`config.mk`:
```
export PLATFORM = sky130hd
export DESIGN_NAME = gba_io_top
export DESIGN_NICKNAME = d
export VERILOG_FILES = /design/src/rtl/gba_io_pkg.sv /design/src/rtl/gba_io_top.sv /design/src/rtl/io_reg_file.sv /design/src/rtl/led_controller.sv /design/src/rtl/snes_controller.sv
export SDC_FILE = /design/constraint.sdc
export NUM_CORES = 1
export LEC_CHECK = 0
export ABC_AREA = 0
export ABC_CLOCK_PERIOD_IN_PS = 2460
export BUFFER_PORTS_ARGS = -buffer_cell sky130_fd_sc_hd__clkbuf_2
export CAP_MARGIN = 0
export CELL_PAD_IN_SITES_DETAIL_PLACEMENT = 0
export CELL_PAD_IN_SITES_GLOBAL_PLACEMENT = 1
export CORE_MARGIN = 3
export CORE_UTILIZATION = 49
export DETAILED_ROUTE_END_ITERATION = 12
export PLACE_DENSITY = 0.9
export SYNTH_ARGS = -nofsm -noshare
export SYNTH_HDL_FRONTEND = slang
export SYNTH_SLANG_ARGS = --single-unit
```
`constraint.sdc`:
```
create_clock -name clock -period 2.46 [get_ports clock]
set_clock_uncertainty 0.2 [all_clocks]
set_input_delay 0.369 -clock clock [delete_from_list [all_inputs] [get_ports clock]]
set_output_delay 0.369 -clock clock [all_outputs]
set_load 0.02 [all_outputs]
```
`src/rtl/gba_io_pkg.sv`:
```
// ##########################################################################
// Debug I/O package: register map, bus access sizes and game-pad
// reader timing shared by the debug I/O blocks
// ##########################################################################

package gba_io_pkg;

    // Register bus byte address, 8 words
    localparam int unsigned BUS_ADDR_W = 5;

    // Debug register map (word indices)
    localparam int unsigned NUM_LED_REGS = 4;
    localparam int unsigned LED_REG0_IDX = 0;
    localparam int unsigned LED_REG1_IDX = 1;
    localparam int unsigned LED_REG2_IDX = 2;
    localparam int unsigned LED_REG3_IDX = 3;
    // Read-only button word, upper half reads zero
    localparam int unsigned KEYINPUT_IDX = 4;

    // Access size, same encoding as the CPU bus
    typedef enum logic [1:0] {
        SIZE_BYTE = 2'd0,
        SIZE_HALF = 2'd1,
        SIZE_WORD = 2'd2
    } bus_size_e;

    // Game-pad reader phases
    typedef enum logic [1:0] {
        GAP,
        LATCH,
        CLK_LOW,
        CLK_HIGH
    } snes_state_e;

    // Reader timing in system clock cycles
    localparam int unsigned SNES_HALF_PERIOD = 8;
    localparam int unsigned SNES_BITS        = 16;
    localparam int unsigned SNES_GAP_CYCLES  = 16;

endpackage : gba_io_pkg

```
`src/rtl/gba_io_top.sv`:
```
// ##########################################################################
// Debug I/O top: game-pad reader, debug registers and LED selector
// ##########################################################################

`timescale 1ns/1ps

module gba_io_top (
    input  logic                              clock,
    input  logic                              rst,
    input  logic [7:0]                        sw,
    input  logic                              serial_data,
    input  logic [gba_io_pkg::BUS_ADDR_W-1:0] bus_addr,
    input  logic [31:0]                       bus_wdata,
    input  logic [1:0]                        bus_size,
    input  logic                              bus_write,
    output logic                              data_latch,
    output logic                              data_clock,
    output logic [31:0]                       bus_rdata,
    output logic [7:0]                        ld
);

    // Pressed-buttons word, active high
    logic [15:0] buttons;

    logic [31:0] led_reg0;
    logic [31:0] led_reg1;
    logic [31:0] led_reg2;
    logic [31:0] led_reg3;

    snes_controller cont (
        .clock, .rst, .serial_data, .data_latch, .data_clock, .buttons
    );

    io_reg_file regs (
        .clock, .rst, .bus_addr, .bus_wdata, .bus_size, .bus_write,
        .buttons, .bus_rdata,
        .led_reg0, .led_reg1, .led_reg2, .led_reg3
    );

    led_controller led (
        .sw, .led_reg0, .led_reg1, .led_reg2, .led_reg3, .buttons, .ld
    );

endmodule : gba_io_top

```
`src/rtl/io_reg_file.sv`:
```
// ##########################################################################
// Debug register file: four 32-bit registers with byte-lane writes,
// read-back of the registers and the button word
// ##########################################################################

`timescale 1ns/1ps

module io_reg_file (
    input  logic                              clock,
    input  logic                              rst,
    input  logic [gba_io_pkg::BUS_ADDR_W-1:0] bus_addr,
    input  logic [31:0]                       bus_wdata,
    input  logic [1:0]                        bus_size,
    input  logic                              bus_write,
    input  logic [15:0]                       buttons,
    output logic [31:0]                       bus_rdata,
    output logic [31:0]                       led_reg0,
    output logic [31:0]                       led_reg1,
    output logic [31:0]                       led_reg2,
    output logic [31:0]                       led_reg3
);

    logic [31:0] regs [gba_io_pkg::NUM_LED_REGS];

    logic [2:0]  word_idx;
    logic [3:0]  byte_en;
    logic [31:0] wdata_rep;

    assign word_idx = bus_addr[4:2];

    // Lane enables and data replicated across the word
    always_comb begin
        byte_en   = 4'b0000;
        wdata_rep = bus_wdata;
        case (gba_io_pkg::bus_size_e'(bus_size))
            gba_io_pkg::SIZE_BYTE: begin
                byte_en[bus_addr[1:0]] = 1'b1;
                wdata_rep = {4{bus_wdata[7:0]}};
            end
            gba_io_pkg::SIZE_HALF: begin
                byte_en   = bus_addr[1] ? 4'b1100 : 4'b0011;
                wdata_rep = {2{bus_wdata[15:0]}};
            end
            gba_io_pkg::SIZE_WORD: begin
                byte_en = 4'b1111;
            end
            default: begin
                byte_en = 4'b0000;
            end
        endcase
    end

    always_ff @(posedge clock) begin
        if (rst) begin
            for (int i = 0; i < gba_io_pkg::NUM_LED_REGS; i++) begin
                regs[i] <= '0;
            end
        end else if (bus_write) begin
            for (int i = 0; i < gba_io_pkg::NUM_LED_REGS; i++) begin
                for (int lane = 0; lane < 4; lane++) begin
                    if (word_idx == 3'(i) && byte_en[lane]) begin
                        regs[i][lane*8 +: 8] <= wdata_rep[lane*8 +: 8];
                    end
                end
            end
        end
    end

    // Unmapped words read as zero
    always_comb begin
        case (word_idx)
            3'(gba_io_pkg::LED_REG0_IDX): bus_rdata = regs[gba_io_pkg::LED_REG0_IDX];
            3'(gba_io_pkg::LED_REG1_IDX): bus_rdata = regs[gba_io_pkg::LED_REG1_IDX];
            3'(gba_io_pkg::LED_REG2_IDX): bus_rdata = regs[gba_io_pkg::LED_REG2_IDX];
            3'(gba_io_pkg::LED_REG3_IDX): bus_rdata = regs[gba_io_pkg::LED_REG3_IDX];
            3'(gba_io_pkg::KEYINPUT_IDX): bus_rdata = {16'h0000, buttons};
            default:                      bus_rdata = 32'h0000_0000;
        endcase
    end

    assign led_reg0 = regs[gba_io_pkg::LED_REG0_IDX];
    assign led_reg1 = regs[gba_io_pkg::LED_REG1_IDX];
    assign led_reg2 = regs[gba_io_pkg::LED_REG2_IDX];
    assign led_reg3 = regs[gba_io_pkg::LED_REG3_IDX];

endmodule : io_reg_file

```
`src/rtl/led_controller.sv`:
```
// ##########################################################################
// LED selector: switches pick one byte of the debug registers or buttons
// ##########################################################################

`timescale 1ns/1ps

module led_controller (
    input  logic [7:0]  sw,
    input  logic [31:0] led_reg0,
    input  logic [31:0] led_reg1,
    input  logic [31:0] led_reg2,
    input  logic [31:0] led_reg3,
    input  logic [15:0] buttons,
    output logic [7:0]  ld
);

    logic [31:0] sel_reg;

    // Register chosen by sw[3:2]
    always_comb begin
        case (sw[3:2])
            2'd0:    sel_reg = led_reg0;
            2'd1:    sel_reg = led_reg1;
            2'd2:    sel_reg = led_reg2;
            default: sel_reg = led_reg3;
        endcase
    end

    always_comb begin
        if (sw[7:4] == 4'h0) begin
            // Byte sw[1:0] of the selected register
            ld = sel_reg[sw[1:0]*8 +: 8];
        end else if (sw[7]) begin
            ld = buttons[15:8];
        end else begin
            ld = buttons[7:0];
        end
    end

endmodule : led_controller

```
`src/rtl/snes_controller.sv`:
```
// ##########################################################################
// SNES game-pad poller: drives latch and clock, collects the serial
// button bits and publishes a 16-bit active-high pressed-buttons word
// ##########################################################################

`timescale 1ns/1ps

module snes_controller (
    input  logic        clock,
    input  logic        rst,
    input  logic        serial_data,
    output logic        data_latch,
    output logic        data_clock,
    output logic [15:0] buttons
);

    gba_io_pkg::snes_state_e state;

    // Counts cycles within a phase, sized for the longer gap phase
    logic [4:0] phase_cnt;
    logic [3:0] bit_cnt;

    logic [gba_io_pkg::SNES_BITS-1:0] shift_reg;
    logic [gba_io_pkg::SNES_BITS-1:0] shift_next;

    logic half_done;
    logic gap_done;
    logic last_bit;
    logic sample;

    assign half_done = (phase_cnt == 5'(gba_io_pkg::SNES_HALF_PERIOD - 1));
    assign gap_done  = (phase_cnt == 5'(gba_io_pkg::SNES_GAP_CYCLES - 1));
    assign last_bit  = (bit_cnt == 4'(gba_io_pkg::SNES_BITS - 1));

    // Sample on the last cycle of each low phase
    assign sample = (state == gba_io_pkg::CLK_LOW) && half_done;

    // Pad sends bit 0 first, pressed is low
    assign shift_next = {~serial_data, shift_reg[gba_io_pkg::SNES_BITS-1:1]};

    // Pad lines decoded from the phase
    assign data_latch = (state == gba_io_pkg::LATCH);
    assign data_clock = (state != gba_io_pkg::CLK_LOW);

    always_ff @(posedge clock) begin
        if (rst) begin
            state     <= gba_io_pkg::GAP;
            phase_cnt <= '0;
            bit_cnt   <= '0;
        end else begin
            case (state)
                gba_io_pkg::GAP: begin
                    if (gap_done) begin
                        state     <= gba_io_pkg::LATCH;
                        phase_cnt <= '0;
                    end else begin
                        phase_cnt <= phase_cnt + 5'd1;
                    end
                end
                gba_io_pkg::LATCH: begin
                    if (half_done) begin
                        state     <= gba_io_pkg::CLK_LOW;
                        phase_cnt <= '0;
                    end else begin
                        phase_cnt <= phase_cnt + 5'd1;
                    end
                end
                gba_io_pkg::CLK_LOW: begin
                    if (half_done) begin
                        state     <= gba_io_pkg::CLK_HIGH;
                        phase_cnt <= '0;
                    end else begin
                        phase_cnt <= phase_cnt + 5'd1;
                    end
                end
                gba_io_pkg::CLK_HIGH: begin
                    if (half_done) begin
                        phase_cnt <= '0;
                        if (last_bit) begin
                            state   <= gba_io_pkg::GAP;
                            bit_cnt <= '0;
                        end else begin
                            state   <= gba_io_pkg::CLK_LOW;
                            bit_cnt <= bit_cnt + 4'd1;
                        end
                    end else begin
                        phase_cnt <= phase_cnt + 5'd1;
                    end
                end
                default: begin
                    state     <= gba_io_pkg::GAP;
                    phase_cnt <= '0;
                end
            endcase
        end
    end

    always_ff @(posedge clock) begin
        if (sample) begin
            shift_reg <= shift_next;
        end
    end

    // Whole word copied once the 16th bit is in
    always_ff @(posedge clock) begin
        if (rst) begin
            buttons <= '0;
        end else if (sample && last_bit) begin
            buttons <= shift_next;
        end
    end

endmodule : snes_controller

```
==> metrics.txt, run 1 <==
peak per-stage delay on the critical path=about 0.52 ns; Remaining DRCs=0; dpl cells=around 1000; actual slew at the worst max-slew pin=a little over 0.6 ns; Post-synth EDFFs=about 140; vias in the first global route=around 6600; post-synthesis sequential area ratio=a little over half; final worst-path cycle share=107%; hold depth=3; Avg Cell Area, Syn=13.1 µm²; Worst Reg-to-Reg Cells=6; Post-Place Setup Slack=-0.0835 ns; htree depth=4; Fmax=~380 MHz; post-synthesis async set-or-reset flop share=0%; CP startpoint kind=register; Total Nets Final=approximately 860; die footprint=roughly 20000 µm²; mapped cell area=9100 µm²; initial cell density of the core=between 50 and 60%; worst-path fanout max=2; chip width=142 µm; number of diodes=0; top_reg_cell synth=edfxtp_1; CP Capture Type=primary output; Detail Route Antenna Nets=0; max FFs per register=between 100 and 150; layout cells sized above 1=a little under a third; CTS tree=done; Clock Sinks=170; TritonCTS Buffers=17; Skew-Pair Late Insertion Delay=approximately 0.43 ns; Final GP Congestion=around 1.0; Int Power=between 5 and 6 mW; Total Power=~6.9 mW; Critical Path AT=2.06 ns; DR pass1 iterations=6; Final Max Slew Viols=0; FF-to-FF setup slack=between 0.4 and 0.5 ns; post-route design area=approximately 11000 µm²; worst-path cell chain=mux4_2 -> nor2b_4 -> a2111oi_4 -> a311oi_1 -> buf_4; placed cell area=between 9000 and 10000 µm²; Synth Register Bits=170; Post-Syn Instances=696; Syn Nets=around 750; core area=~18000 µm²; Distinct cells, synth=47; Yosys warnings=0; Crit Path Category=reg -> out; HPWL after DPL=~21 mm; status=finished, violations left; post-DR wirelength/cell=between 20 and 30 µm; via count=~6800; met3 Usage GRT=8.00%; clock share of power=between 30% and 40%; HP Class=in -> reg; antenna violations before repair=2; Final Critical Period=between 2 and 3 ns; RSZ-0062 raised after global routing=yes; clock slew at reported path FFs=roughly 0.070 ns; worst hold margin=approximately 0.12 ns; Combinational Power Share=roughly an eighth; Buffers on Ports=between 90 and 100; switching pwr=between 1.5 and 2 mW; Finish-stage setup viols=8; area delta synth->final=16.3%; fin util=about three fifths; TNS Setup=-0.970 ns; final wirelength=between 20 and 30 mm; CTS root buf=clkbuf_16; Hold Violations, Final=0; failing checks=negative setup slack; Iteration-0 DRC Markers=~1100; GR Overflow Total=0; min setup slack post-route=-0.173 ns; via density per instance=approximately 6.5; clock buffer depth=2; FP Rows=a little under 50; sequential share of power=49.1%; first-pass GRT wire length=40.6 mm; Slew Limit Headroom=58.6%; worst path required time=about 1.9 ns; Die Span Y=around 140 µm; GR Util All Layers=approximately 27%; Fillers=between 1000 and 1500; io pins=93; Max-Cap Viols=0; switching part of the total=roughly a quarter; CP max-delay cell=mux4_2; GR Layer Usage met2=between 40% and 50%; GRT busiest layer=met2; Max VDD drop=449 µV; Pwr per Cell Area=approximately 660 nW/µm²; largest net degree at the start of global routing=33; M1 GR Usage=39.0%; post-route insts no fill=about 1000; Leakage=a little under 4 nW
synth_stat cells, drive strengths merged (15+ instances only):
cell	count	area [µm²]
mux2i	56	561
nor2	135	509
edfxtp	143	4290
a21oi	15	78.8
a21o	17	128
a22oi	32	240
dfxtp	27	541
and2	35	219
buf	35	213
mux2	16	180
mux4	48	1150
nor2b	21	131
o22ai	23	144
final timing paths:
| kind | start | endpoint |
|---|---|---|
| setup / recovery | regs.regs[1][23] | ld[7] |
| hold / removal | bus_wdata[27] | regs.regs[3][27] |
| setup reg to reg | cont.phase_cnt[0] | cont.buttons[2] |
| hold reg to reg | cont.phase_cnt[0] | cont.phase_cnt[0] |
area by class of cell:
| cell class | instances | area (µm²) | share of cell area, % |
|---|---|---|---|
| Sequential cell | 170 | 4830 | 45.7 |
| Clock buffer | 17 | 425 | 4.02 |
| Clock inverter | 15 | 156 | 1.48 |
| Multi-Input combinational cell | 472 | 3990 | 37.7 |
| Tap cell | 229 | 287 | 2.71 |
| Timing Repair Buffer | 137 | 866 | 8.18 |
| Inverter | 6 | 22.5 | 0.213 |
cell usage in the layout (no fill, tap or decap), types with 2 or more instances in the layout:
master and count:
dfxtp_1 27, o22ai_1 17, a21oi_1 14, clkinvlp_4 2, nor2b_1 20, nor4bb_1 2
o21bai_1 8, nand2_1 11, a211oi_2 2, nor2_1 134, o22ai_2 6, a22oi_1 32
buf_2 2, a211oi_1 10, inv_6 5, inv_8 3, and2_1 35, buf_4 46
nor4b_4 5, inv_1 6, mux2i_1 56, nand4b_1 4, buf_12 4, mux4_2 43
nand3_1 4, clkbuf_2 84, ha_1 4, a311oi_1 2, mux2_2 16, clkbuf_16 17
a21o_1 17, mux4_1 5, edfxtp_1 143, nand2b_1 3, xor2_1 3, o21ai_0 3
power by group through the flow:
stage	clock network, mW	registers [mW]	logic, mW
after floorplan	0	3.35	0.575
after global placement	0	3.45	0.840
after detailed placement	0	3.45	0.859
after CTS	2.65	3.39	0.886
after global routing	2.77	3.40	0.962
final	2.63	3.40	0.905
cell families (layout without fill, tap and decap cells):
kind of cell,count (synthesis),after routing,synth area share (%)
AOI/OAI and AO/OA,115,115,8.94
xor gates and xnor gates,3,3,0.289
adders and majority gates,4,4,0.550
buffers and inverters,54,175,3.14
DFF,170,170,53.1
muxes,120,120,20.8
and+or+nand+nor,230,230,13.1
routing by layer:
layer | wire length (µm) | share of wire (%)
met1 | 10400 | 38
met4 | 677 | 2.5
met5 | 28 | 0.10
met2 | 12100 | 45
met3 | 3840 | 14
worst max-delay path, delay by kind of cell, from the launching register on:
family / cells / cell delay [ns]
DFF: 1 / 0.48
buffers and inverters: 1 / 0.18
and+or+nand+nor: 1 / 0.15
muxes: 1 / 0.52
AOI/OAI and AO/OA: 2 / 0.29
repair_timing:
item                                    CTS  global route
endpoints found under the setup margin    8             8
hold endpoints to repair                  2             0
buffers inserted                          5             1
hold buffers                              1             0
pin swaps                                 4             4
gates resized for setup                  23            14
Note: power is estimated with default switching activity, not from simulation.
==> inputs of run 2 (changes only) <==
CORE_ASPECT_RATIO = 1.2   (was not set)
SYNTH_HIERARCHICAL = 1   (was not set)
TNS_END_PERCENT = 100   (was not set)
==> run 2 against run 1 <==
Effect of this change: the run still ends with negative setup slack left; register-to-register slack gained 0.07 ns; first-iteration DRC count shrank 26%; final cell count grew 9.7%; sequential power shrank 1%; die area grew 2.4%; via count grew 6.8%; combinational power grew 12%; wire length grew 3.6%; sequential cell count is the same; largest power group unchanged; power grew 2.7%; critical endpoint is now ld[6]; area after synthesis grew 2.4%.
==> metrics.txt, run 2 <==
Distinct cells, synth=56 (was 47); Crit Path Category=reg -> out (unchanged); io pins=93 (unchanged); Total Power=7.12 mW (was 6.94 mW); status=finished, violations left (unchanged); Syn Nets=812 (was 751); hold depth=2 (was 3); ranking of synthesized cells by area=edfxtp_1, mux4_2, mux2i_1, dfxtp_1, mux2_2 (was edfxtp_1, mux4_2, mux2i_1, dfxtp_1, nor2_1); GR Util All Layers=26.8% (was 27.3%); Leakage=4.12 nW (was 3.95 nW); htree depth=4 (unchanged); Total Nets Final=935 (was 859); Int Power=5.28 mW (was 5.08 mW); antenna violations before repair=0 (was 2); max FFs per register=128 (unchanged); switching pwr=1.84 mW (was 1.85 mW); first-pass GRT wire length=41.7 mm (was 40.6 mm); area delta synth->final=19.9% (was 16.3%); Combinational Power Share=14.1% (was 13.0%); Yosys warnings=6 (was 0); post-synthesis mux area share=20.1% (was 20.8%); area leader, netlist=edfxtp_1 (unchanged); top_reg_cell synth=edfxtp_1 (unchanged); CP max-delay cell=mux4_2 (unchanged); Clock Sinks=170 (unchanged); chip width=132 µm (was 142 µm); Finish-stage setup viols=8 (unchanged); via density per instance=6.30 (was 6.47); vias in the first global route=7189 (was 6557); Final Critical Period=2.60 ns (was 2.63 ns); commonest cells after routing, fill and taps aside=edfxtp_1, clkbuf_2, nor3_1 (was edfxtp_1, nor2_1, clkbuf_2); Worst Reg-to-Reg Cells=6 (unchanged); post-synthesis async set-or-reset flop share=0% (unchanged); post-DR wirelength/cell=24.4 µm (was 25.8 µm); peak per-stage delay on the critical path=0.49 ns (was 0.52 ns); CP startpoint kind=register (unchanged); DR pass1 iterations=5 (was 6); die footprint=20700 µm² (was 20200 µm²); initial cell density of the core=50.5% (was 50.3%); Fmax=385 MHz (was 380 MHz); GR Overflow Total=0 (unchanged); sequential share of power=47.1% (was 49.1%); clock slew at reported path FFs=0.07 ns (about the same); via count=7225 (was 6765); RSZ-0062 raised after global routing=yes (unchanged); layout cells sized above 1=33.8% (was 30.1%); actual slew at the worst max-slew pin=0.551 ns (was 0.603 ns); final worst-path cycle share=106% (was 107%); worst hold margin=0.199 ns (was 0.121 ns); post-synthesis sequential area ratio=51.9% (was 53.1%); largest family of logic cells by synthesized area=multiplexers (unchanged); Skew-Pair Late Insertion Delay=0.44 ns (was 0.43 ns); CP Capture Type=primary output (unchanged); Die Span Y=157 µm (was 142 µm); Detail Route Antenna Nets=0 (unchanged); Remaining DRCs=0 (unchanged); Max VDD drop=494 µV (was 449 µV); Hold Violations, Final=0 (unchanged); clock share of power=38.8% (was 37.9%); clock buffer depth=2 (unchanged); Final GP Congestion=0.930 (was 1.02); Slew Limit Headroom=62.2% (was 58.6%); Max-Cap Viols=0 (unchanged); Post-synth EDFFs=143 (unchanged); worst-path cell chain=mux4_2 -> a22oi_2 -> nand3_2 -> a21o_1 -> clkbuf_8 (was mux4_2 -> nor2b_4 -> a2111oi_4 -> a311oi_1 -> buf_4); worst path required time=1.89 ns (about the same); Bufs and invs on worst path=1 (unchanged); top-count cell post-synth=edfxtp_1 (unchanged); Synth Area in Adders=0.403% (was 0.550%); largest net degree at the start of global routing=33 (unchanged); Fillers=1464 (was 1460); switching part of the total=25.9% (was 26.7%); Final Max Slew Viols=0 (unchanged); Avg Cell Area, Syn=12.3 µm² (was 13.1 µm²); fin util=60.6% (was 58.5%); Crit path max-delay family=multiplexers (unchanged); TritonCTS Buffers=17 (unchanged); critical path depth=5 (unchanged); min setup slack post-route=-0.136 ns (was -0.173 ns); FP Rows=54 (was 49); area share of the largest cell type after synthesis=46.1% (was 47.2%); HPWL after DPL=20.3 mm (was 21.1 mm); worst-path fanout max=2 (unchanged); Post-Syn Instances=758 (was 696); Synth Area in Compound Gates=8.59% (was 8.94%); most common cell after layout, fill and taps aside=edfxtp_1 (unchanged); Pwr per Cell Area=637 nW/µm² (was 655 nW/µm²); CTS root buf=clkbuf_16 (unchanged); Iteration-0 DRC Markers=788 (was 1061); HP Class=in -> reg (unchanged); Post-synth top cells=edfxtp_1, nor3_1, mux2i_1 (was edfxtp_1, nor2_1, mux2i_1); Buffers on Ports=92 (unchanged); simple-gate area share of the yosys netlist=15.5% (was 13.1%); xor/xnor share of the synthesized area=0.188% (was 0.289%); final wirelength=28.0 mm (was 27.0 mm); failing checks=negative setup slack (unchanged); core area=18400 µm² (was 18100 µm²); mapped cell area=9320 µm² (was 9100 µm²); CTS tree=done (unchanged); Critical Path AT=2.03 ns (was 2.06 ns); Synth Register Bits=170 (unchanged)
## run 2: changes by cell type after synthesis, moves of 13 or more
cell / previous run / this run
nor2_1: 134 / 48
nand2_1: 11 / 41
nand3_1: 4 / 17
o22ai_1: 23 / 6
a32oi_1: 0 / 15
o21ai_0: 3 / 19
nor3_1: 2 / 67
mux2_2: 16 / 40
mux4_1: 19 / 4
## run 2: power by group through the flow
| stage | registers, mW | logic [mW] | clock network, mW |
|---|---|---|---|
| 2_1_floorplan | 3.36 | 0.601 | 0 |
| 3_3_place_gp | 3.40 | 0.936 | 0 |
| 3_5_place_dp | 3.41 | 0.943 | 0 |
| 4_1_cts | 3.35 | 0.978 | 2.77 |
| 5_1_grt | 3.36 | 1.06 | 2.89 |
| 6_report | 3.35 | 1.01 | 2.76 |
## run 2: routing by layer
layer  global-route usage, %  wire, µm  share of wire, %  vias to the layer above
met4                    13.4      1290               4.6                        0
met2                    47.0     14000                50                      442
met1                    31.2     10200                37                     3530
met5                       0         0                 0                        -
li1                        -         -                 -                     3181
met3                    5.95      2400               8.6                       72
## run 2: path summary, 6_finish.rpt
kind / start / endpoint / slack [ns]
hold reg to reg: cont/shift_reg[7] / cont/shift_reg[6] / 0.25
setup / recovery: regs/regs[0][14] / ld[6] / -0.14
setup reg to reg: cont/phase_cnt[0] / cont/buttons[6] / 0.54
hold / removal: bus_wdata[5] / regs/regs[3][5] / 0.20
## run 2: cells by family after synthesis
kind of cell,count (synthesis)
simple gates,271
flops,170
mux,138
compound gates,110
buf+inv,64
fa+ha+maj,3
xor+xnor,2
## run 2: final cells by class
| cell class | instances | area (µm²) | share of cell area, % |
|---|---|---|---|
| clock buffers | 18 | 429 | 3.84 |
| clock inverters | 14 | 170 | 1.52 |
| well taps | 252 | 315 | 2.82 |
| repair buffers | 162 | 1120 | 10.0 |
| inverters | 6 | 26.3 | 0.235 |
| multi-input cells | 524 | 4280 | 38.3 |
| diodes | 1 | 2.50 | 0.0224 |
| flip-flops and latches | 170 | 4830 | 43.3 |
## run 2: per-stage QoR
stage / cells / setup TNS (ns) / instance area (µm²) / setup slack (ns)
3_5_place_dp: 1107 / -0.244 / 10300 / -0.0612
6_report: 1147 / -0.842 / 11200 / -0.136
5_1_grt: 1146 / -1.15 / 11200 / -0.172
3_3_place_gp: 1107 / -0.149 / 10300 / -0.0587
4_1_cts: 1142 / -0.829 / 11100 / -0.136
2_1_floorplan: 758 / 0 / 9320 / 0.109
## run 2: repair_timing
item	4_1_cts	5_1_grt
pin swaps	15	4
resized for setup	38	10
endpoints found under the setup margin	8	12
hold buffers	1	0
endpoints found under the hold margin	1	0
buffers inserted	2	4
## run 2: worst reg2reg max path: cells and delay by family, from the launching register on
kind	cells	cell delay, ns
adders and majority gates	1	0.24
buffers and inverters	2	0.49
DFF	1	0.35
muxes	1	0.26
and+or+nand+nor	2	0.30
==> inputs of run 3 (changes only) <==
ABC_CLOCK_PERIOD_IN_PS = 2400   (was 2460)
SKIP_CTS_REPAIR_TIMING = 1   (was not set)
clock period = 2.4 ns   (was 2.46 ns; I/O delays follow)
==> run 3 against run 2 <==
Effect of this change: the run still ends with negative setup slack left; clock power about the same; register-to-register slack worse by 0.12 ns; clock-buffer cell count up 1; power up 1.7%; via count down 2.1%; global-route usage down 0.18 points; hold slack worse by 0.054 ns; combinational power about the same; critical path depth unchanged; cell area up 0.26%; critical path type unchanged.
==> metrics.txt, run 3 (synthesis gave the netlist of run 2 again) <==
final worst-path cycle share=107%; sequential share of power=47.4% (was 47.1%); Final Max Slew Viols=0 (unchanged); number of diodes=0 (was 1); peak per-stage delay on the critical path=0.50 ns (was 0.49 ns); switching part of the total=26.3% (was 25.9%); HP Class=in -> reg (unchanged); layout cells sized above 1=34.3% (was 33.8%); Skew-Pair Late Insertion Delay=0.43 ns (was 0.44 ns); post-DR wirelength/cell=23.8 µm (was 24.4 µm); switching pwr=1.91 mW (was 1.84 mW); TNS Setup=-1.08 ns (was -0.842 ns); clock slew at reported path FFs=0.07 ns (about the same); worst path required time=1.84 ns (was 1.89 ns); Fillers=1496 (was 1464); antenna violations before repair=0 (unchanged); via count=7075 (was 7225); largest net degree at the start of global routing=33 (unchanged); Critical Path AT=2.01 ns (was 2.03 ns); status=finished, violations left (unchanged); Leakage=4.14 nW (was 4.12 nW); clock share of power=38.3% (was 38.8%); GR Util All Layers=26.6% (was 26.8%); Detail Route Antenna Nets=0 (unchanged); worst-path cell chain=mux4_2 -> a22oi_2 -> nand3_2 -> a21o_1 -> buf_6 (was mux4_2 -> a22oi_2 -> nand3_2 -> a21o_1 -> clkbuf_8); Clock Sinks=170 (unchanged); chip width=132 µm (unchanged); CP Capture Type=primary output (unchanged); vias in the first global route=7236 (was 7189); DR pass1 iterations=6 (was 5); Int Power=5.34 mW (was 5.28 mW); post-route insts no fill=1150 (was 1147); CTS root buf=clkbuf_16 (unchanged); Post-Place Setup Slack=-0.108 ns (was -0.0612 ns); Total Nets Final=939 (was 935); first-pass GRT wire length=41.4 mm (was 41.7 mm); TritonCTS Buffers=17 (unchanged); Total Power=7.25 mW (was 7.12 mW); worst-path fanout max=2 (unchanged); area of the multi-input gates=4300 µm² (was 4280 µm²); dpl cells=1110 (was 1107); final wirelength=27.4 mm (was 28.0 mm); Max VDD drop=537 µV (was 494 µV); via density per instance=6.15 (was 6.30); failing checks=negative setup slack (unchanged); htree depth=4 (unchanged); CP startpoint kind=register (unchanged); HPWL after DPL=20.2 mm (was 20.3 mm); area delta synth->final=20.2% (was 19.9%); Crit Path Category=reg -> out (unchanged); Buffers on Ports=92 (unchanged); GR Overflow Total=0 (unchanged); Combinational Power Share=14.3% (was 14.1%); min setup slack post-route=-0.170 ns (was -0.136 ns); actual slew at the worst max-slew pin=0.549 ns (was 0.551 ns); core area=18400 µm² (unchanged); Fmax=about 390 MHz; FP Rows=54 (unchanged); register area=4830 µm² (unchanged); clock buffer depth=2 (unchanged); commonest cells after routing, fill and taps aside=edfxtp_1, clkbuf_2, nor3_1 (unchanged); Pwr per Cell Area=647 nW/µm² (was 637 nW/µm²); Final Critical Period=approximately 2.6 ns; Die Span Y=157 µm (unchanged); most common cell after layout, fill and taps aside=edfxtp_1 (unchanged); Hold Violations, Final=0 (unchanged); Max-Cap Viols=0 (unchanged); die footprint=20700 µm² (unchanged); Finish-stage setup viols=8 (unchanged); Iteration-0 DRC Markers=742 (was 788); max FFs per register=128 (unchanged); RSZ-0062 raised after global routing=yes (unchanged); CP max-delay cell=mux4_2 (unchanged); io pins=93 (unchanged); Final GP Congestion=0.976 (was 0.930); Slew Limit Headroom=62.4% (was 62.2%); Remaining DRCs=0 (unchanged); initial cell density of the core=50.5% (unchanged); CTS tree=done (unchanged)
-- run 3: power groups by stage --
stage,sequential [mW],combinational (mW),clock (mW)
after global placement,3.49,0.959,0
after detailed placement,3.50,0.968,0
after global routing,3.45,1.10,2.92
after floorplan,3.44,0.616,0
final,3.43,1.04,2.77
after CTS,3.43,0.975,2.78
-- run 3: layer usage --
metal,global-route usage [%],wire (µm),up-vias
met5,0,0,-
met4,13.9,1280,0
met3,4.73,2060,80
met2,46.6,13900,383
met1,31.7,10200,3433
li1,-,-,3179
-- run 3: worst paths after layout --
path | startpoint | endpoint | slack (ns) | cells past startpoint
worst max-delay path | regs/regs[0][14] | ld[6] | -0.17 | 5
worst min-delay path | rst | cont/bit_cnt[2] | 0.14 | 3
worst max register to register | cont/phase_cnt[0] | cont/shift_reg[1] | 0.42 | 5
worst min register to register | cont/phase_cnt[0] | cont/phase_cnt[0] | 0.24 | 1
-- run 3: per-stage QoR --
stage	hold WS, ns	util [%]	instance area [µm²]
global route	0.148	60.8	11200
floorplan	0.217	-	9320
finish	0.145	60.8	11200
detailed placement	0.239	56.2	10400
global placement	0.227	56.2	10400
CTS	-0.0483	59.4	10900
-- run 3: final cells by class --
cell class              count  area share [%]
flip-flops and latches    170            43.1
well taps                 252            2.81
clock inverters            13            1.38
clock buffers              19            3.86
inverters                   6           0.234
multi-input cells         524            38.4
repair buffers            166            10.2
-- run 3: worst max-delay path: cells and delay by family (launching register included) --
family | cells | cell delay [ns]
DFF | 1 | 0.44
muxes | 1 | 0.50
AOI/OAI and AO/OA | 2 | 0.41
buffers and inverters | 1 | 0.13
and+or+nand+nor | 1 | 0.10
